**src/verilog/picc_pkg.sv**
```systemverilog
// shared definitions for the ISO 14443-3 type A init responder
// command and reply codes, buffer sizes, UID types
// card state and reply opcode enums

package picc_pkg;

    // ==============================
    // sizes
    // ==============================

    // double size UID, two cascade levels
    localparam int uid_bytes_c = 7;

    // SELECT is the longest command: SEL, NVB, 4 UID bytes, BCC
    localparam int rx_buf_len_c = 7;

    // longest reply is AC with NVB 0x20: 4 UID bytes plus BCC
    localparam int tx_buf_len_c = 5;

    // ==============================
    // UID types
    // ==============================

    typedef logic [uid_bytes_c*8-1:0] uid_t;

    // one cascade level as sent on air
    // uid[7:0] goes first, bcc last
    typedef struct packed {
        logic [7:0]  bcc;
        logic [31:0] uid;
    } cascade_data_t;

    // ==============================
    // command and reply codes
    // ==============================

    // short frames, 7 bits
    localparam logic [6:0] cmd_reqa_c = 7'h26;
    localparam logic [6:0] cmd_wupa_c = 7'h52;

    // HLTA is 0x50 then 0x00, low byte received first
    localparam logic [15:0] cmd_hlta_c = 16'h0050;

    // select codes per cascade level
    localparam logic [7:0] sel_cl1_c = 8'h93;
    localparam logic [7:0] sel_cl2_c = 8'h95;

    // tells the reader that more UID follows in the next level
    localparam logic [7:0] cascade_tag_c = 8'h88;

    // bits 7:6 = 01 for double size, bit 2 for bit frame anticollision
    localparam logic [15:0] atqa_double_c = 16'h0044;

    // bit 2 set means UID not complete yet
    localparam logic [7:0] sak_complete_c     = 8'h00;
    localparam logic [7:0] sak_not_complete_c = 8'h04;

    // ==============================
    // enums
    // ==============================

    // the HALT variants are idle/ready/active plus a separate star flag
    typedef enum logic [1:0] {
        state_idle,
        state_ready,
        state_active
    } picc_state_e;

    typedef enum logic [1:0] {
        reply_none,
        reply_atqa,
        reply_ac,
        reply_sak
    } reply_e;

endpackage

```
**src/verilog/rx_frame_if.sv**
```systemverilog
// captured command frame, input side to the card state machine
// the state machine returns the expected cascade bytes and select code

`timescale 1ns/1ps

interface rx_frame_if
    import picc_pkg::cascade_data_t;
();

    // from the frame capture
    logic          pkt_received;
    logic          frame_error;
    logic [7:0]    first_byte;
    logic [7:0]    second_byte;
    // upper and lower nibble of the NVB byte
    logic [3:0]    nvb_bytes;
    logic [3:0]    nvb_bits;
    logic          uid_match;

    // from the state machine, current cascade level
    cascade_data_t expected;
    logic [7:0]    sel_code;

    modport producer (
        output pkt_received, frame_error, first_byte, second_byte,
        output nvb_bytes, nvb_bits, uid_match,
        input  expected, sel_code
    );

    modport consumer (
        input  pkt_received, frame_error, first_byte, second_byte,
        input  nvb_bytes, nvb_bits, uid_match,
        output expected, sel_code
    );

endinterface

```
**src/verilog/reply_if.sv**
```systemverilog
// reply request from the card state machine to the reply buffer

`timescale 1ns/1ps

interface reply_if
    import picc_pkg::reply_e, picc_pkg::cascade_data_t;
();

    // non-none for one cycle per reply
    reply_e        reply;

    // UID bytes and BCC of the current cascade level
    cascade_data_t cascade_data;

    // UID bytes the reader already sent in the AC frame
    logic [2:0]    skip_bytes;

    // current level is the last one, selects the SAK value
    logic          uid_complete;

    modport source (
        output reply, cascade_data, skip_bytes, uid_complete
    );

    modport sink (
        input  reply, cascade_data, skip_bytes, uid_complete
    );

endinterface

```
**src/verilog/rx_frame_buffer.sv**
```systemverilog
// command frame capture
// keeps the command and NVB bytes, counts bytes, latches rx errors
// compares received UID bytes against the current cascade level

`timescale 1ns/1ps

module rx_frame_buffer
    import picc_pkg::*;
(
    input  logic         clk,
    input  logic         rst_n,

    input  logic         rx_soc,
    input  logic         rx_eoc,
    input  logic         rx_error,
    input  logic         rx_data_valid,
    input  logic [7:0]   rx_data,

    rx_frame_if.producer frame
);

    // byte 0 is the command or select code, byte 1 the NVB
    logic [7:0] cmd_byte;
    logic [7:0] nvb_byte;

    // counts up to rx_buf_len_c, later bytes (CRC) are not looked at
    logic [2:0] byte_cnt;
    logic       err_q;
    logic       match_q;
    logic       pkt_q;

    // expected on-air byte for the current position
    logic [7:0] expected_byte;

    // ==============================
    // expected UID byte
    // ==============================

    always_comb begin
        case (byte_cnt)
            // positions 0 and 1 are SEL and NVB, never compared
            3'd2:    expected_byte = frame.expected.uid[7:0];
            3'd3:    expected_byte = frame.expected.uid[15:8];
            3'd4:    expected_byte = frame.expected.uid[23:16];
            3'd5:    expected_byte = frame.expected.uid[31:24];
            default: expected_byte = frame.expected.bcc;
        endcase
    end

    // ==============================
    // capture
    // ==============================

    always_ff @(posedge clk, negedge rst_n) begin
        if (!rst_n) begin
            byte_cnt <= '0;
            err_q    <= 1'b0;
            match_q  <= 1'b0;
            pkt_q    <= 1'b0;
        end
        else begin
            // frame done one cycle after eoc, so the last byte is already stored
            pkt_q <= rx_eoc;

            // new frame, assume it addresses us until a byte differs
            if (rx_soc) begin
                byte_cnt <= '0;
                err_q    <= 1'b0;
                match_q  <= 1'b1;
            end

            // sticky until the next soc
            if (rx_error) begin
                err_q <= 1'b1;
            end

            if (rx_data_valid && (byte_cnt != 3'(rx_buf_len_c))) begin
                byte_cnt <= byte_cnt + 3'd1;
                // UID and BCC bytes
                if ((byte_cnt >= 3'd2) && (rx_data != expected_byte)) begin
                    match_q <= 1'b0;
                end
            end
        end
    end

    // header bytes, payload only
    always_ff @(posedge clk) begin
        if (rx_data_valid) begin
            if (byte_cnt == 3'd0) begin
                cmd_byte <= rx_data;
            end
            if (byte_cnt == 3'd1) begin
                nvb_byte <= rx_data;
            end
        end
    end

    // ==============================
    // outputs
    // ==============================

    assign frame.pkt_received = pkt_q;
    assign frame.frame_error  = err_q;
    assign frame.first_byte   = cmd_byte;
    assign frame.second_byte  = nvb_byte;
    assign frame.nvb_bytes    = nvb_byte[7:4];
    assign frame.nvb_bits     = nvb_byte[3:0];

    // UID bytes matched and the frame is for the current cascade level
    assign frame.uid_match = match_q && (cmd_byte == frame.sel_code);

endmodule

```
**src/verilog/picc_state_fsm.sv**
```systemverilog
// card state machine for ISO 14443-3 type A initialisation
// idle / ready / active plus the halt star flag
// cascade level register, cascade UID and BCC, reply selection

`timescale 1ns/1ps

module picc_state_fsm
    import picc_pkg::*;
(
    input  logic         clk,
    input  logic         rst_n,

    input  uid_t         uid,
    // valid while pkt_received is high
    input  logic         rx_crc_ok,

    rx_frame_if.consumer frame,
    reply_if.source      rep
);

    picc_state_e   state;
    picc_state_e   next_state;
    logic          star;
    logic          next_star;
    // 1 or 2
    logic [1:0]    cascade_level;
    logic [1:0]    next_level;

    cascade_data_t level_data;
    logic          final_level;
    reply_e        reply;

    logic          is_reqa;
    logic          is_wupa;
    logic          is_hlta;
    logic          is_ac;
    logic          is_select;

    // ==============================
    // cascade data
    // ==============================

    // level 1 carries the tag and UID0..2, level 2 carries UID3..6
    assign final_level    = (cascade_level == 2'd2);
    assign level_data.uid = final_level ? uid[55:24] : {uid[23:0], cascade_tag_c};
    assign level_data.bcc = level_data.uid[31:24] ^ level_data.uid[23:16] ^
                            level_data.uid[15:8]  ^ level_data.uid[7:0];

    // back to the capture side for the byte compare
    assign frame.expected = level_data;
    assign frame.sel_code = final_level ? sel_cl2_c : sel_cl1_c;

    // ==============================
    // command decode
    // ==============================

    // short frames only carry 7 bits, ignore bit 7
    assign is_reqa = (frame.first_byte[6:0] == cmd_reqa_c);
    assign is_wupa = (frame.first_byte[6:0] == cmd_wupa_c);
    assign is_hlta = ({frame.second_byte, frame.first_byte} == cmd_hlta_c) && rx_crc_ok;

    // whole bytes only, a partial bit count never matches
    assign is_select = frame.uid_match && (frame.nvb_bytes == 4'd7) &&
                       (frame.nvb_bits == 4'd0);
    assign is_ac     = frame.uid_match && (frame.nvb_bits == 4'd0) &&
                       (frame.nvb_bytes >= 4'd2) && (frame.nvb_bytes <= 4'd6);

    // ==============================
    // state registers
    // ==============================

    always_ff @(posedge clk, negedge rst_n) begin
        if (!rst_n) begin
            state         <= state_idle;
            star          <= 1'b0;
            cascade_level <= 2'd1;
        end
        else begin
            state         <= next_state;
            star          <= next_star;
            cascade_level <= next_level;
        end
    end

    always_comb begin
        next_state = state;
        next_star  = star;
        next_level = cascade_level;
        reply      = reply_none;

        if (frame.pkt_received) begin
            if (frame.frame_error) begin
                // broken frame drops us out of ready/active, star kept
                if (state != state_idle) begin
                    next_state = state_idle;
                end
            end
            else begin
                case (state)
                    state_idle: begin
                        // halted card only wakes on WUPA
                        if ((is_reqa && !star) || is_wupa) begin
                            next_state = state_ready;
                            next_level = 2'd1;
                            reply      = reply_atqa;
                        end
                    end
                    state_ready: begin
                        if (is_select && rx_crc_ok) begin
                            reply = reply_sak;
                            if (final_level) begin
                                next_state = state_active;
                            end
                            else begin
                                next_level = 2'd2;
                            end
                        end
                        else if (is_ac) begin
                            reply = reply_ac;
                        end
                        else begin
                            // includes SELECT with bad CRC
                            next_state = state_idle;
                        end
                    end
                    state_active: begin
                        next_state = state_idle;
                        if (is_hlta) begin
                            next_star = 1'b1;
                        end
                    end
                    default: begin
                        next_state = state_idle;
                    end
                endcase
            end
        end
    end

    // ==============================
    // reply request
    // ==============================

    assign rep.reply        = reply;
    assign rep.cascade_data = level_data;
    assign rep.skip_bytes   = 3'(frame.nvb_bytes - 4'd2);
    assign rep.uid_complete = final_level;

endmodule

```
**src/verilog/reply_tx_buffer.sv**
```systemverilog
// reply buffer towards the transmitter
// loads ATQA, SAK or cascade bytes, drops the bytes the reader
// already sent, then hands out one byte per tx_req

`timescale 1ns/1ps

module reply_tx_buffer
    import picc_pkg::*;
(
    input  logic       clk,
    input  logic       rst_n,

    reply_if.sink      rep,

    input  logic       tx_req,
    output logic [7:0] tx_data,
    output logic       tx_data_valid,
    output logic       tx_append_crc
);

    // byte 0 is always the one on tx_data
    logic [7:0] tx_buf [tx_buf_len_c];

    // bytes left after the current one
    logic [2:0] remaining;
    // AC alignment, one byte dropped per cycle
    logic [2:0] shift_cnt;
    logic       valid_pending;
    logic       shift_en;

    assign tx_data = tx_buf[0];

    // alignment shift, or the transmitter took a byte and more follow
    assign shift_en = (shift_cnt != 3'd0) ||
                      (tx_req && tx_data_valid && (remaining != 3'd0));

    // ==============================
    // payload
    // ==============================

    always_ff @(posedge clk) begin
        if (shift_en) begin
            for (int i = 0; i < tx_buf_len_c - 1; i++) begin
                tx_buf[i] <= tx_buf[i+1];
            end
        end

        // a new reply wins over any shift
        case (rep.reply)
            reply_atqa: begin
                // low byte first
                tx_buf[0] <= atqa_double_c[7:0];
                tx_buf[1] <= atqa_double_c[15:8];
            end
            reply_sak: begin
                tx_buf[0] <= rep.uid_complete ? sak_complete_c : sak_not_complete_c;
            end
            reply_ac: begin
                tx_buf[0] <= rep.cascade_data.uid[7:0];
                tx_buf[1] <= rep.cascade_data.uid[15:8];
                tx_buf[2] <= rep.cascade_data.uid[23:16];
                tx_buf[3] <= rep.cascade_data.uid[31:24];
                tx_buf[4] <= rep.cascade_data.bcc;
            end
            default: begin
            end
        endcase
    end

    // ==============================
    // control
    // ==============================

    always_ff @(posedge clk, negedge rst_n) begin
        if (!rst_n) begin
            remaining     <= '0;
            shift_cnt     <= '0;
            valid_pending <= 1'b0;
            tx_data_valid <= 1'b0;
            tx_append_crc <= 1'b0;
        end
        else begin
            if (shift_cnt != 3'd0) begin
                shift_cnt <= shift_cnt - 3'd1;
            end
            else if (valid_pending) begin
                // aligned, first unsent byte now at the front
                valid_pending <= 1'b0;
                tx_data_valid <= 1'b1;
            end

            if (tx_req && tx_data_valid) begin
                if (remaining != 3'd0) begin
                    remaining <= remaining - 3'd1;
                end
                else begin
                    tx_data_valid <= 1'b0;
                end
            end

            case (rep.reply)
                reply_atqa: begin
                    remaining     <= 3'd1;
                    tx_append_crc <= 1'b0;
                    tx_data_valid <= 1'b1;
                end
                reply_sak: begin
                    remaining     <= 3'd0;
                    tx_append_crc <= 1'b1;
                    tx_data_valid <= 1'b1;
                end
                reply_ac: begin
                    // 5 - skip bytes to send, minus the one on tx_data
                    remaining     <= 3'd4 - rep.skip_bytes;
                    shift_cnt     <= rep.skip_bytes;
                    tx_append_crc <= 1'b0;
                    // nothing to drop, go straight out like ATQA
                    if (rep.skip_bytes == 3'd0) begin
                        tx_data_valid <= 1'b1;
                    end
                    else begin
                        valid_pending <= 1'b1;
                    end
                end
                default: begin
                end
            endcase
        end
    end

endmodule

```
**src/verilog/picc_init_top.sv**
```systemverilog
// top level of the ISO 14443-3 type A init responder
// frame capture -> card state machine -> reply buffer

`timescale 1ns/1ps

module picc_init_top
    import picc_pkg::*;
(
    input  logic       clk,
    input  logic       rst_n,

    // deframed receive side, strobes
    input  logic       rx_soc,
    input  logic       rx_eoc,
    input  logic       rx_error,
    input  logic       rx_data_valid,
    input  logic [7:0] rx_data,
    // level, valid at rx_eoc
    input  logic       rx_crc_ok,

    // fixed while out of reset
    input  uid_t       uid,

    // transmit side
    input  logic       tx_req,
    output logic [7:0] tx_data,
    output logic       tx_data_valid,
    output logic       tx_append_crc
);

    rx_frame_if frame_bus ();
    reply_if    reply_bus ();

    rx_frame_buffer u_rx_frame_buffer (
        .clk           (clk),
        .rst_n         (rst_n),
        .rx_soc        (rx_soc),
        .rx_eoc        (rx_eoc),
        .rx_error      (rx_error),
        .rx_data_valid (rx_data_valid),
        .rx_data       (rx_data),
        .frame         (frame_bus.producer)
    );

    picc_state_fsm u_picc_state_fsm (
        .clk       (clk),
        .rst_n     (rst_n),
        .uid       (uid),
        .rx_crc_ok (rx_crc_ok),
        .frame     (frame_bus.consumer),
        .rep       (reply_bus.source)
    );

    reply_tx_buffer u_reply_tx_buffer (
        .clk           (clk),
        .rst_n         (rst_n),
        .rep           (reply_bus.sink),
        .tx_req        (tx_req),
        .tx_data       (tx_data),
        .tx_data_valid (tx_data_valid),
        .tx_append_crc (tx_append_crc)
    );

endmodule

```
**config.mk**
```make
export PLATFORM = sky130hd
export DESIGN_NAME = picc_init_top
export DESIGN_NICKNAME = d
export VERILOG_FILES = /design/src/verilog/picc_pkg.sv /design/src/verilog/rx_frame_if.sv /design/src/verilog/reply_if.sv /design/src/verilog/rx_frame_buffer.sv /design/src/verilog/picc_state_fsm.sv /design/src/verilog/reply_tx_buffer.sv /design/src/verilog/picc_init_top.sv
export SDC_FILE = /design/constraint.sdc
export NUM_CORES = 1
export LEC_CHECK = 0
export ABC_AREA = 1
export BUFFER_PORTS_ARGS = -buffer_cell sky130_fd_sc_hd__buf_2
export CAP_MARGIN = 10
export CELL_PAD_IN_SITES_DETAIL_PLACEMENT = 0
export CELL_PAD_IN_SITES_GLOBAL_PLACEMENT = 1
export CORE_ASPECT_RATIO = 1.75
export CORE_UTILIZATION = 30
export CTS_BUF_LIST = sky130_fd_sc_hd__clkbuf_4 sky130_fd_sc_hd__clkbuf_8 sky130_fd_sc_hd__clkbuf_16
export DETAILED_ROUTE_END_ITERATION = 16
export PLACE_DENSITY_LB_ADDON = 0.1
export RECOVER_POWER = 50
export SLEW_MARGIN = 20
export SYNTH_ARGS = -nofsm -noshare
export SYNTH_HDL_FRONTEND = slang
export SYNTH_HIERARCHICAL = 1
export SYNTH_SLANG_ARGS = --single-unit
export TNS_END_PERCENT = 50
```
**constraint.sdc**
```tcl
create_clock -name clk -period 3.8 [get_ports clk]
set_input_delay 0.38 -clock clk [delete_from_list [all_inputs] [get_ports clk]]
set_output_delay 0.38 -clock clk [all_outputs]
set_load 0.05 [all_outputs]
```
==> metrics.md, run 1 <==
| Metric | Value |
|---|---|
| Crit path largest cell delay | `around 0.54 ns` |
| Final cell count without fillers | `960` |
| Clock sink count | `76` |
| Pin count of the biggest net entering global routing | `45` |
| Setup Skew | `~0.0095 ns` |
| Number of synthesized flops with an enable pin | `56` |
| Area fraction of the dominant cell type after synthesis | `just over 30%` |
| Post_cts resized | `0` |
| N_diodes | `0` |
| Max Clock Freq | `0.298 GHz` |
| Critical Path AT | `around 3.3 ns` |
| Final Max Tran Viols | `0` |
| Via count | `around 4200` |
| CP required | `about 3.7 ns` |
| Layout cell share with drive strength beyond 1 | `18.2%` |
| TNS Setup | `0 ns` |
| PwrDens | `~560 mW/mm²` |
| Period minus WS final | `~3.4 ns` |
| CTS tree | `done` |
| GPL Wtd Cong | `around 0.78` |
| Yosys reg bits | `76` |
| Total gr overflow | `0` |
| Simple-gate portion of the synthesized area | `30.2%` |
| Core ar. | `0.0180 mm²` |
| Mux cell area share after synthesis | `0%` |
| Clock transition at the registers of the reported paths | `approximately 0.070 ns` |
| Synth top area cells | `edfxtp_1, nand2_1, buf_4` |
| Largest area contributor in the netlist | `edfxtp_1` |
| Port bufs | `just over 80` |
| Synth Area in XOR/XNOR | `around 4.8%` |
| VDD IR max | `between 0.0002 and 0.0003 V` |
| I/O pins | `between 80 and 90` |
| Total CTS buffers | `9` |
| All-layer global routing usage | `16.4%` |
| Post-CTS setup repair buffer count | `0` |
| First-pass GRT wire length | `around 23 mm` |
| Final setup vio count | `0` |
| Tightest Pin Transition | `1.40 ns` |
| Max transition margin | `just under 7%` |
| WL final | `14.7 mm` |
| Initial Util | `a little under a third` |
| Area delta synth->final | `6.78%` |
| Startpoint types | `flop` |
| Library cells used by synthesis | `40` |
| Fin crit share | `approximately nine tenths` |
| Synth Instances | `700` |
| H-tree Lvls | `3` |
| Compound-gate portion of the synthesized area | `4.76%` |
| Max-cap viol count | `0` |
| Critical path fanouts, max | `16` |
| Largest family of logic cells by synthesized area | `simple AND/OR/NAND/NOR gates` |
| DR DRC count | `0` |
| Detailed Routing Iterations Pass 1 | `5` |
| Clk root buf | `clkbuf_16` |
| Post-synth ARST share | `around a quarter` |
| WL/cell | `roughly 15 µm` |
| Number of nets with antenna violations after routing | `0` |
| WS Path Type | `reg -> reg` |
| Initial antenna violation count | `0` |
| Most Frequent Cell on Critical Path | `nand2_1` |
| Clock buffer depth | `2` |
| Most common cell after layout, fill and taps aside | `nand2_1` |
| # nets final | `812` |
| Die X | `between 100 and 150 µm` |
| Status | `complete, no violations` |
| Cell row count | `between 60 and 70` |
| Vias in the first global route | `4214` |
| Hold crit path type | `in -> reg` |
| RSZ-0062 raised after global routing | `no` |
| Final hold vios | `0` |
| Most frequent cells in the layout | `nand2_1, buf_2, inv_1, edfxtp_1, nand3_1` |
| Final HPWL DP | `around 12 mm` |
| Crit path cell chain | `nor2_1 -> xnor2_1 -> nand2_1 -> nor4_1 -> and2_0 -> nand2_1 -> nor2_1 -> nand3_1 -> a21oi_2 -> inv_1 -> ha_1 -> nor2_2 -> nand2_1` |
| Yosys warns | `6` |
| Syn_area_per_cell | `between 7 and 8 µm²` |
| Worst Setup End Kind | `flop` |
| Main synth FF type | `edfxtp_1` |
| Vias/cell | `~4.4` |
| Die ar. | `around 0.019 mm²` |
| Cell at the slowest stage of the critical path | `dfstp_2` |
| Synthesized cell area | `between 0.005 and 0.006 mm²` |
| Sequential share of the synthesized area | `39.7%` |
| FILL cells | `about 2000` |
| Static Leak | `roughly 2.8 nW` |
| Clk_lat worst skew | `about 0.34 ns` |
| Initial DRC count | `between 150 and 200` |
| Die H | `181 µm` |
| Placed Cells | `roughly 940` |
| Adder-cell share of the synthesized area | `between 4 and 5%` |
| Hold_buf cts | `0` |
## routing by layer
metal  track usage [%]  part of all wire, %  wire [µm]
met5                 0                    0          0
met4              4.51                  1.4        203
met3              2.49                  2.8        415
met2              30.4                   54       7950
met1              19.1                   42       6180
## worst paths after layout
kind                                                   start                              endpoint  slack (ns)  depth (start not counted)
setup / recovery           u_picc_state_fsm/cascade_level[0]       u_reply_tx_buffer/tx_buf[0][28]        0.44                         13
hold / removal                                        rx_eoc  u_rx_frame_buffer/frame.pkt_received        0.14                          1
setup reg to reg           u_picc_state_fsm/cascade_level[0]       u_reply_tx_buffer/tx_buf[0][28]        0.44                         13
hold reg to reg              u_reply_tx_buffer/tx_append_crc       u_reply_tx_buffer/tx_append_crc        0.49                          2
max in group asynchronous                              rst_n             u_picc_state_fsm/state[1]        2.63                          1
min in group asynchronous                              rst_n       u_reply_tx_buffer/tx_data_valid        0.35                          1
## report_power, final
| group | leakage (nW) | internal, mW | total (mW) | switching [mW] |
|---|---|---|---|---|
| logic | 1.89 | 0.449 | 1.33 | 0.884 |
| registers | 0.764 | 1.06 | 1.12 | 0.0607 |
| clock network | 0.138 | 0.453 | 0.827 | 0.375 |
## synth_stat cells, types with 3 or more instances
cell type and instances:
a21oi_1 16, buf_4 69, buf_6 9, dfrtp_1 19, edfxtp_1 56, ha_1 19
inv_1 62, inv_2 4, nand2_1 247, nand2_2 24, nand3_1 41, nand4_1 10
nor2_1 38, nor3_1 3, o21ai_0 9, o21ai_1 6, o21ai_2 3, o21bai_1 4
or2_2 8, xnor2_1 20, xor2_1 8
## area by class of cell
cell class	instances	area (µm²)	area share (%)
clock buffers	9	225	3.84
clock inverters	7	58.8	1.00
inverters	67	254	4.33
multi-input cells	481	2440	41.5
flip-flops and latches	76	2180	37.2
well taps	234	293	4.99
repair buffers	86	419	7.14
## worst max-delay path: cells and delay by family, from the launching register on
family                     cells  cell delay (ns)
DFF                            1             0.54
and+or+nand+nor                9             1.61
AOI/OAI and AO/OA              1             0.26
buffers and inverters          1             0.13
adders and majority gates      1             0.26
xor gates and xnor gates       1             0.15
## sequential cells by signal, summed over array words and instances (netlist names), 2 cells and up
name	flops
u_picc_state_fsm/cascade_level	2
u_picc_state_fsm/state	2
u_reply_tx_buffer/remaining	3
u_reply_tx_buffer/shift_cnt	3
u_reply_tx_buffer/tx_buf	40
u_rx_frame_buffer/byte_cnt	3
u_rx_frame_buffer/frame.first_byte	8
u_rx_frame_buffer/frame.second_byte	8
## through the flow
stage / area (µm²) / worst slack (ns) / util [%] / total power [mW] / hold slack [ns]
global route: 5870 / 0.0280 / 32.7 / 3.53 / 0.128
floorplan: 5510 / 0.292 / - / 2.38 / 0.0844
global placement: 5620 / 0.415 / 31.3 / 2.49 / 0.421
CTS: 5900 / 0.252 / 32.8 / 3.34 / 0.0494
detailed placement: 5620 / 0.284 / 31.3 / 2.50 / 0.420
finish: 5870 / 0.445 / 32.7 / 3.28 / 0.140
## cells by family after synthesis
logic type / after synthesis
adders and majority gates: 19
xor gates and xnor gates: 29
DFF: 76
AOI/OAI and AO/OA: 44
and+or+nand+nor: 383
other: 2
buffers and inverters: 147
No activity file was read; power rests on OpenSTA's default activity.
==> inputs of run 2 (changes only) <==
--- a/config.mk
+++ b/config.mk
@@ -14,6 +14,7 @@
 export CORE_UTILIZATION = 30
 export CTS_BUF_LIST = sky130_fd_sc_hd__clkbuf_4 sky130_fd_sc_hd__clkbuf_8 sky130_fd_sc_hd__clkbuf_16
 export DETAILED_ROUTE_END_ITERATION = 16
+export MAX_ROUTING_LAYER = met4
 export PLACE_DENSITY_LB_ADDON = 0.1
 export RECOVER_POWER = 50
 export SLEW_MARGIN = 20
==> run 2 against run 1 <==
Count of clock-buffer cells in the layout did not move. Sequential share of layout area unchanged. Design area is the same. Non-clock buffer count unchanged. Register-to-register slack barely moved. Largest power group unchanged. Clock skew is 0.00084 ns lower. Via count is 0.19% higher. Wire length increased by 0.15%. Utilization unchanged.
==> metrics.md, run 2 (synthesis gave the netlist of run 1 again) <==
| Metric | Value |
|---|---|
| First-pass GRT wire length | `around 23 mm` |
| Startpoint types | `flop` |
| Initial antenna violation count | `0` |
| Detailed Routing Iterations Pass 1 | `4` |
| Clock buffer depth | `2` |
| Pint | `~2 mW` |
| Largest register FFs | `40` |
| Logic pwr share | `between 40 and 50%` |
| Clock transition at the registers of the reported paths | `roughly 0.070 ns` |
| Most Frequent Cell on Critical Path | `nand2_1` |
| DP Area | `roughly 0.0056 mm²` |
| Max transition margin | `between 6 and 7%` |
| DP Worst Slack | `0.284 ns` |
| VDD IR max | `0.000254 V` |
| Number of nets with antenna violations after routing | `0` |
| Worst Setup End Kind | `flop` |
| H-tree Lvls | `3` |
| Status | `complete, no violations` |
| WS Path Type | `reg -> reg` |
| # nets final | `slightly above 800` |
| WL/cell | `roughly 15 µm` |
| Final Cell Area | `about 0.0059 mm²` |
| RSZ-0062 raised after global routing | `no` |
| Pin count of the biggest net entering global routing | `45` |
| Crit path largest cell delay | `around 0.54 ns` |
| Cell row count | `65` |
| Initial Util | `a little under a third` |
| DR DRC count | `0` |
| Cell at the slowest stage of the critical path | `dfstp_2` |
| Final hold vios | `0` |
| Most frequent cells in the layout | `nand2_1, buf_2, inv_1, edfxtp_1, nand3_1` |
| Critical path fanouts, max | `16` |
| Biggest register | `u_reply_tx_buffer/tx_buf` |
| Static Leak | `between 2 and 3 nW` |
| Critical Path AT | `3.30 ns` |
| Sw frac | `between 40 and 50%` |
| Vias/cell | `roughly 4.4` |
| Clock sink count | `76` |
| N_diodes | `0` |
| Final core utilization | `32.7%` |
| Tightest Pin Transition | `between 1 and 1.5 ns` |
| Die ar. | `0.0189 mm²` |
| Total CTS buffers | `9` |
| Via count | `4218` |
| Layout cell share with drive strength beyond 1 | `18.2%` |
| Final HPWL DP | `about 12 mm` |
| All-layer global routing usage | `between 10% and 20%` |
| Port bufs | `81` |
| GPL Wtd Cong | `about 0.8` |
| Final WS setup | `0.436 ns` |
| Clk pwr share | `25.2%` |
| Setup Skew | `roughly 0.0087 ns` |
| CP required | `3.73 ns` |
| Area delta synth->final | `6.78%` |
| TNS Setup | `0 ns` |
| Clk_lat worst skew | `about 0.34 ns` |
| Period minus WS final | `3.36 ns` |
| Final Max Tran Viols | `0` |
| Initial DRC count | `208` |
| Die H | `roughly 180 µm` |
| Fin crit share | `88.5%` |
| Reg power frac | `34.1%` |
| Crit path cell chain | `nor2_1 -> xnor2_1 -> nand2_1 -> nor4_1 -> and2_0 -> nand2_1 -> nor2_1 -> nand3_1 -> a21oi_2 -> inv_1 -> ha_1 -> nor2_2 -> nand2_1` |
| WL final | `14.8 mm` |
| Max-cap viol count | `0` |
| Total gr overflow | `0` |
| Fin Hold WS | `~0.14 ns` |
| CTS tree | `done` |
| I/O pins | `a little over 80` |
| Die X | `roughly 100 µm` |
| PwrDens | `around 560 mW/mm²` |
| Max Clock Freq | `approximately 0.30 GHz` |
| Core ar. | `between 0.015 and 0.02 mm²` |
| Final setup vio count | `0` |
| Clk root buf | `clkbuf_16` |
| Sw power | `between 1 and 1.5 mW` |
| Most common cell after layout, fill and taps aside | `nand2_1` |
| Vias in the first global route | `approximately 4200` |
| Hold crit path type | `in -> reg` |
-- run 2: critical path, delay by kind of cell, from the launching register on --
family,cells,cell delay [ns]
AOI/OAI and AO/OA,1,0.26
xor gates and xnor gates,1,0.16
adders and majority gates,1,0.26
buffers and inverters,1,0.13
DFF,1,0.54
and+or+nand+nor,9,1.60
-- run 2: layout make-up --
type | instances | area (µm²)
Inverter | 67 | 254
Sequential cell | 76 | 2180
Tap cell | 234 | 293
Multi-Input combinational cell | 481 | 2440
Clock inverter | 7 | 58.8
Clock buffer | 9 | 225
Fill cell | 1968 | 12100
Timing Repair Buffer | 86 | 419
-- run 2: final timing paths --
check | start | to | slack, ns | cells after the start
setup reg to reg | u_picc_state_fsm/cascade_level[0] | u_reply_tx_buffer/tx_buf[0][28] | 0.44 | 13
hold / removal | rx_eoc | u_rx_frame_buffer/frame.pkt_received | 0.14 | 1
max in group asynchronous | rst_n | u_picc_state_fsm/state[1] | 2.62 | 1
setup / recovery | u_picc_state_fsm/cascade_level[0] | u_reply_tx_buffer/tx_buf[0][28] | 0.44 | 13
hold reg to reg | u_reply_tx_buffer/tx_append_crc | u_reply_tx_buffer/tx_append_crc | 0.49 | 2
min in group asynchronous | rst_n | u_reply_tx_buffer/tx_data_valid | 0.35 | 1
-- run 2: stage by stage --
step	power (mW)	std cells
after floorplan	2.38	704
after global placement	2.49	944
after detailed placement	2.50	944
after CTS	3.34	960
after global routing	3.53	960
final	3.27	960
-- run 2: power by group through the flow --
stage          sequential [mW]  combinational (mW)  clock [mW]
4_1_cts                   1.12                1.37       0.854
3_3_place_gp              1.13                1.35           0
3_5_place_dp              1.14                1.36           0
2_1_floorplan             1.14                1.24           0
6_report                  1.12                1.33       0.824
5_1_grt                   1.13                1.51       0.885
-- run 2: routing by layer --
layer / vias to the layer above / global-route usage (%) / part of all wire, %
met5: - / - / 0
met4: 0 / 4.51 / 1.3
met3: 11 / 2.34 / 3.5
met2: 98 / 30.4 / 54
met1: 1925 / 19.3 / 41
li1: 2184 / - / -
-- run 2: repair_timing --
action                                  4_1_cts  5_1_grt
hold buffers                                  0        0
endpoints found under the setup margin        0       24
setup buffers                                 0        0
gates resized for setup                       0        1
==> inputs of run 3 (changes only) <==
--- a/config.mk
+++ b/config.mk
@@ -15,7 +15,7 @@
 export CTS_BUF_LIST = sky130_fd_sc_hd__clkbuf_4 sky130_fd_sc_hd__clkbuf_8 sky130_fd_sc_hd__clkbuf_16
 export DETAILED_ROUTE_END_ITERATION = 16
 export MAX_ROUTING_LAYER = met4
-export PLACE_DENSITY_LB_ADDON = 0.1
+export PLACE_DENSITY_LB_ADDON = 0.2
 export RECOVER_POWER = 50
 export SLEW_MARGIN = 20
 export SYNTH_ARGS = -nofsm -noshare
==> run 3 against run 2 <==
Design area increased by 0.40%. Cell count unchanged. Largest cell class unchanged. Hold slack got worse by 0.0021 ns. Global-route usage decreased by 0.95 points. Combinational power about the same. Fmax decreased by 1.1%. Sequential power about the same. Critical path depth unchanged. Clock power increased by 9.2%. Flip-flop and latch count unchanged. Count of clock-buffer cells in the layout unchanged.
==> metrics.md, run 3 (synthesis gave the netlist of run 1 again) <==
| Metric | Value |
|---|---|
| Max Clock Freq | `between 0.2 and 0.3 GHz` |
| Cell row count | `between 60 and 70` |
| Hold_buf cts | `0` |
| Most frequent cells in the layout | `nand2_1, buf_2, inv_1, edfxtp_1, nand3_1` |
| Clock sink count | `76` |
| Most Frequent Cell on Critical Path | `nand2_1` |
| VDD IR max | `approximately 0.00018 V` |
| Final HPWL DP | `11.1 mm` |
| # nets final | `between 800 and 900` |
| Layout cell share with drive strength beyond 1 | `a little under a fifth` |
| WL final | `approximately 14 mm` |
| WS Path Type | `reg -> reg` |
| R2R cell count | `13` |
| Die X | `104 µm` |
| Max transition margin | `13.5%` |
| Total CTS buffers | `9` |
| Fin Hold WS | `0.142 ns` |
| First-pass GRT wire length | `approximately 22 mm` |
| Core ar. | `approximately 0.018 mm²` |
| Vias in the first global route | `slightly above 4000` |
| Final WS setup | `between 0.3 and 0.4 ns` |
| WL/cell | `roughly 15 µm` |
| Most common cell after layout, fill and taps aside | `nand2_1` |
| RSZ-0062 raised after global routing | `no` |
| Clock buffer depth | `2` |
| DR DRC count | `0` |
| Status | `complete, no violations` |
| Hold crit path type | `in -> reg` |
| Critical Path AT | `3.34 ns` |
| GPL Wtd Cong | `0.824` |
| Tightest Pin Transition | `around 1.3 ns` |
| Initial DRC count | `around 250` |
| I/O pins | `around 80` |
| Worst Setup End Kind | `flop` |
| CP required | `~3.7 ns` |
| Post-CTS setup repair buffer count | `0` |
| Pin count of the biggest net entering global routing | `41` |
| DP Worst Slack | `between 0.4 and 0.5 ns` |
| All-layer global routing usage | `15.9%` |
| Clk_lat worst skew | `0.34 ns` |
| Worst Hold End | `u_rx_frame_buffer/frame.pkt_received` |
| Via count | `about 4300` |
| CTS tree | `done` |
| Biggest register | `u_reply_tx_buffer/tx_buf` |
| Hold Startpoint | `rx_eoc` |
| Port bufs | `slightly above 80` |
| Static Leak | `about 2.8 nW` |
| N_diodes | `0` |
| Initial antenna violation count | `0` |
| Cell at the slowest stage of the critical path | `dfstp_1` |
| Number of nets with antenna violations after routing | `0` |
| R2R Path End | `u_reply_tx_buffer/tx_buf[0][27]` |
| Clk root buf | `clkbuf_16` |
| Final Max Tran Viols | `0` |
| PwrDens | `approximately 570 mW/mm²` |
| Die H | `~180 µm` |
| TNS Setup | `0 ns` |
| Setup Skew | `around 0.0077 ns` |
| Final hold vios | `0` |
| Hold depth | `1` |
| Largest register FFs | `40` |
| FILL cells | `slightly below 2000` |
| Area delta synth->final | `7.22%` |
| Post_cts resized | `0` |
| H-tree Lvls | `3` |
| Fin crit share | `a little under 90%` |
| Crit path largest cell delay | `~0.54 ns` |
| Clock transition at the registers of the reported paths | `0.07 ns` |
| Flop-to-flop setup slack | `approximately 0.40 ns` |
| Initial Util | `a little under a third` |
| Final core utilization | `between 30 and 40%` |
| Critical path fanouts, max | `16` |
| Final setup vio count | `0` |
| Detailed Routing Iterations Pass 1 | `5` |
| Startpoint types | `flop` |
| Crit path cell chain | `nor2_1 -> xnor2_1 -> nand2_1 -> nor4_1 -> and2_0 -> nand2_1 -> nor2_1 -> nand3_1 -> a21oi_1 -> inv_1 -> ha_1 -> nor2_2 -> nand2_1` |
| Total gr overflow | `0` |
| Period minus WS final | `3.40 ns` |
| Max-cap viol count | `0` |
| R2r startpoint | `u_picc_state_fsm/cascade_level[0]` |
| Die ar. | `roughly 0.019 mm²` |
| Vias/cell | `4.45` |
## run 3: changes by cell type in the layout (fill, tap and decap cells not counted), sizes merged
| cell | before | now |
|---|---|---|
| bufinv | 0 | 1 |
| clkinv | 3 | 2 |
## run 3: metrics by stage
stage	area, µm²	std cells	total power [mW]
finish	5890	960	3.34
detailed placement	5620	944	2.48
global placement	5620	944	2.45
CTS	5930	960	3.39
global route	5890	960	3.58
floorplan	5510	704	2.38
## run 3: metal layers
layer	share of wire (%)	GRT usage (%)
met1	43	18.9
met2	50	26.3
met3	3.6	1.95
met4	3.2	7.94
met5	0	-
## run 3: where the power goes
group / switching (mW) / internal, mW / leakage (nW)
Sequential: 0.0769 / 1.05 / 0.763
Combinational: 0.866 / 0.446 / 1.89
Clock: 0.379 / 0.520 / 0.149
Total: 1.32 / 2.02 / 2.80
## run 3: worst max-delay path by stage
| stage | start | endpoint | slack [ns] | cells past startpoint |
|---|---|---|---|---|
| finish | u_picc_state_fsm/cascade_level[0] | u_reply_tx_buffer/tx_buf[0][27] | 0.40 | 13 |
| floorplan | u_picc_state_fsm/cascade_level[0] | u_reply_tx_buffer/tx_buf[0][16] | 0.29 | 16 |
| detailed placement | u_picc_state_fsm/cascade_level[0] | u_reply_tx_buffer/tx_buf[0][20] | 0.41 | 13 |
| global route | u_picc_state_fsm/cascade_level[0] | u_reply_tx_buffer/tx_buf[0][27] | 0.07 | 13 |
| global placement | u_picc_state_fsm/cascade_level[0] | u_reply_tx_buffer/tx_buf[0][24] | 0.50 | 13 |
| CTS | u_picc_state_fsm/cascade_level[0] | u_reply_tx_buffer/tx_buf[0][27] | 0.38 | 13 |
## run 3: cell type report
type	instances	area, µm²	share of cell area [%]
Multi-Input combinational cell	481	2430	41.3
Sequential cell	76	2180	37.0
Tap cell	234	293	4.97
Clock buffer	9	225	3.82
Clock inverter	7	83.8	1.42
Inverter	67	254	4.31
Timing Repair Buffer	86	419	7.11
## run 3: worst max-delay path: cells and delay by family (launching register included)
kind            cells  cell delay, ns
compound gates      1            0.22
simple gates        9            1.65
flops               1            0.54
buf+inv             1            0.12
xor+xnor            1            0.16
fa+ha+maj           1            0.30
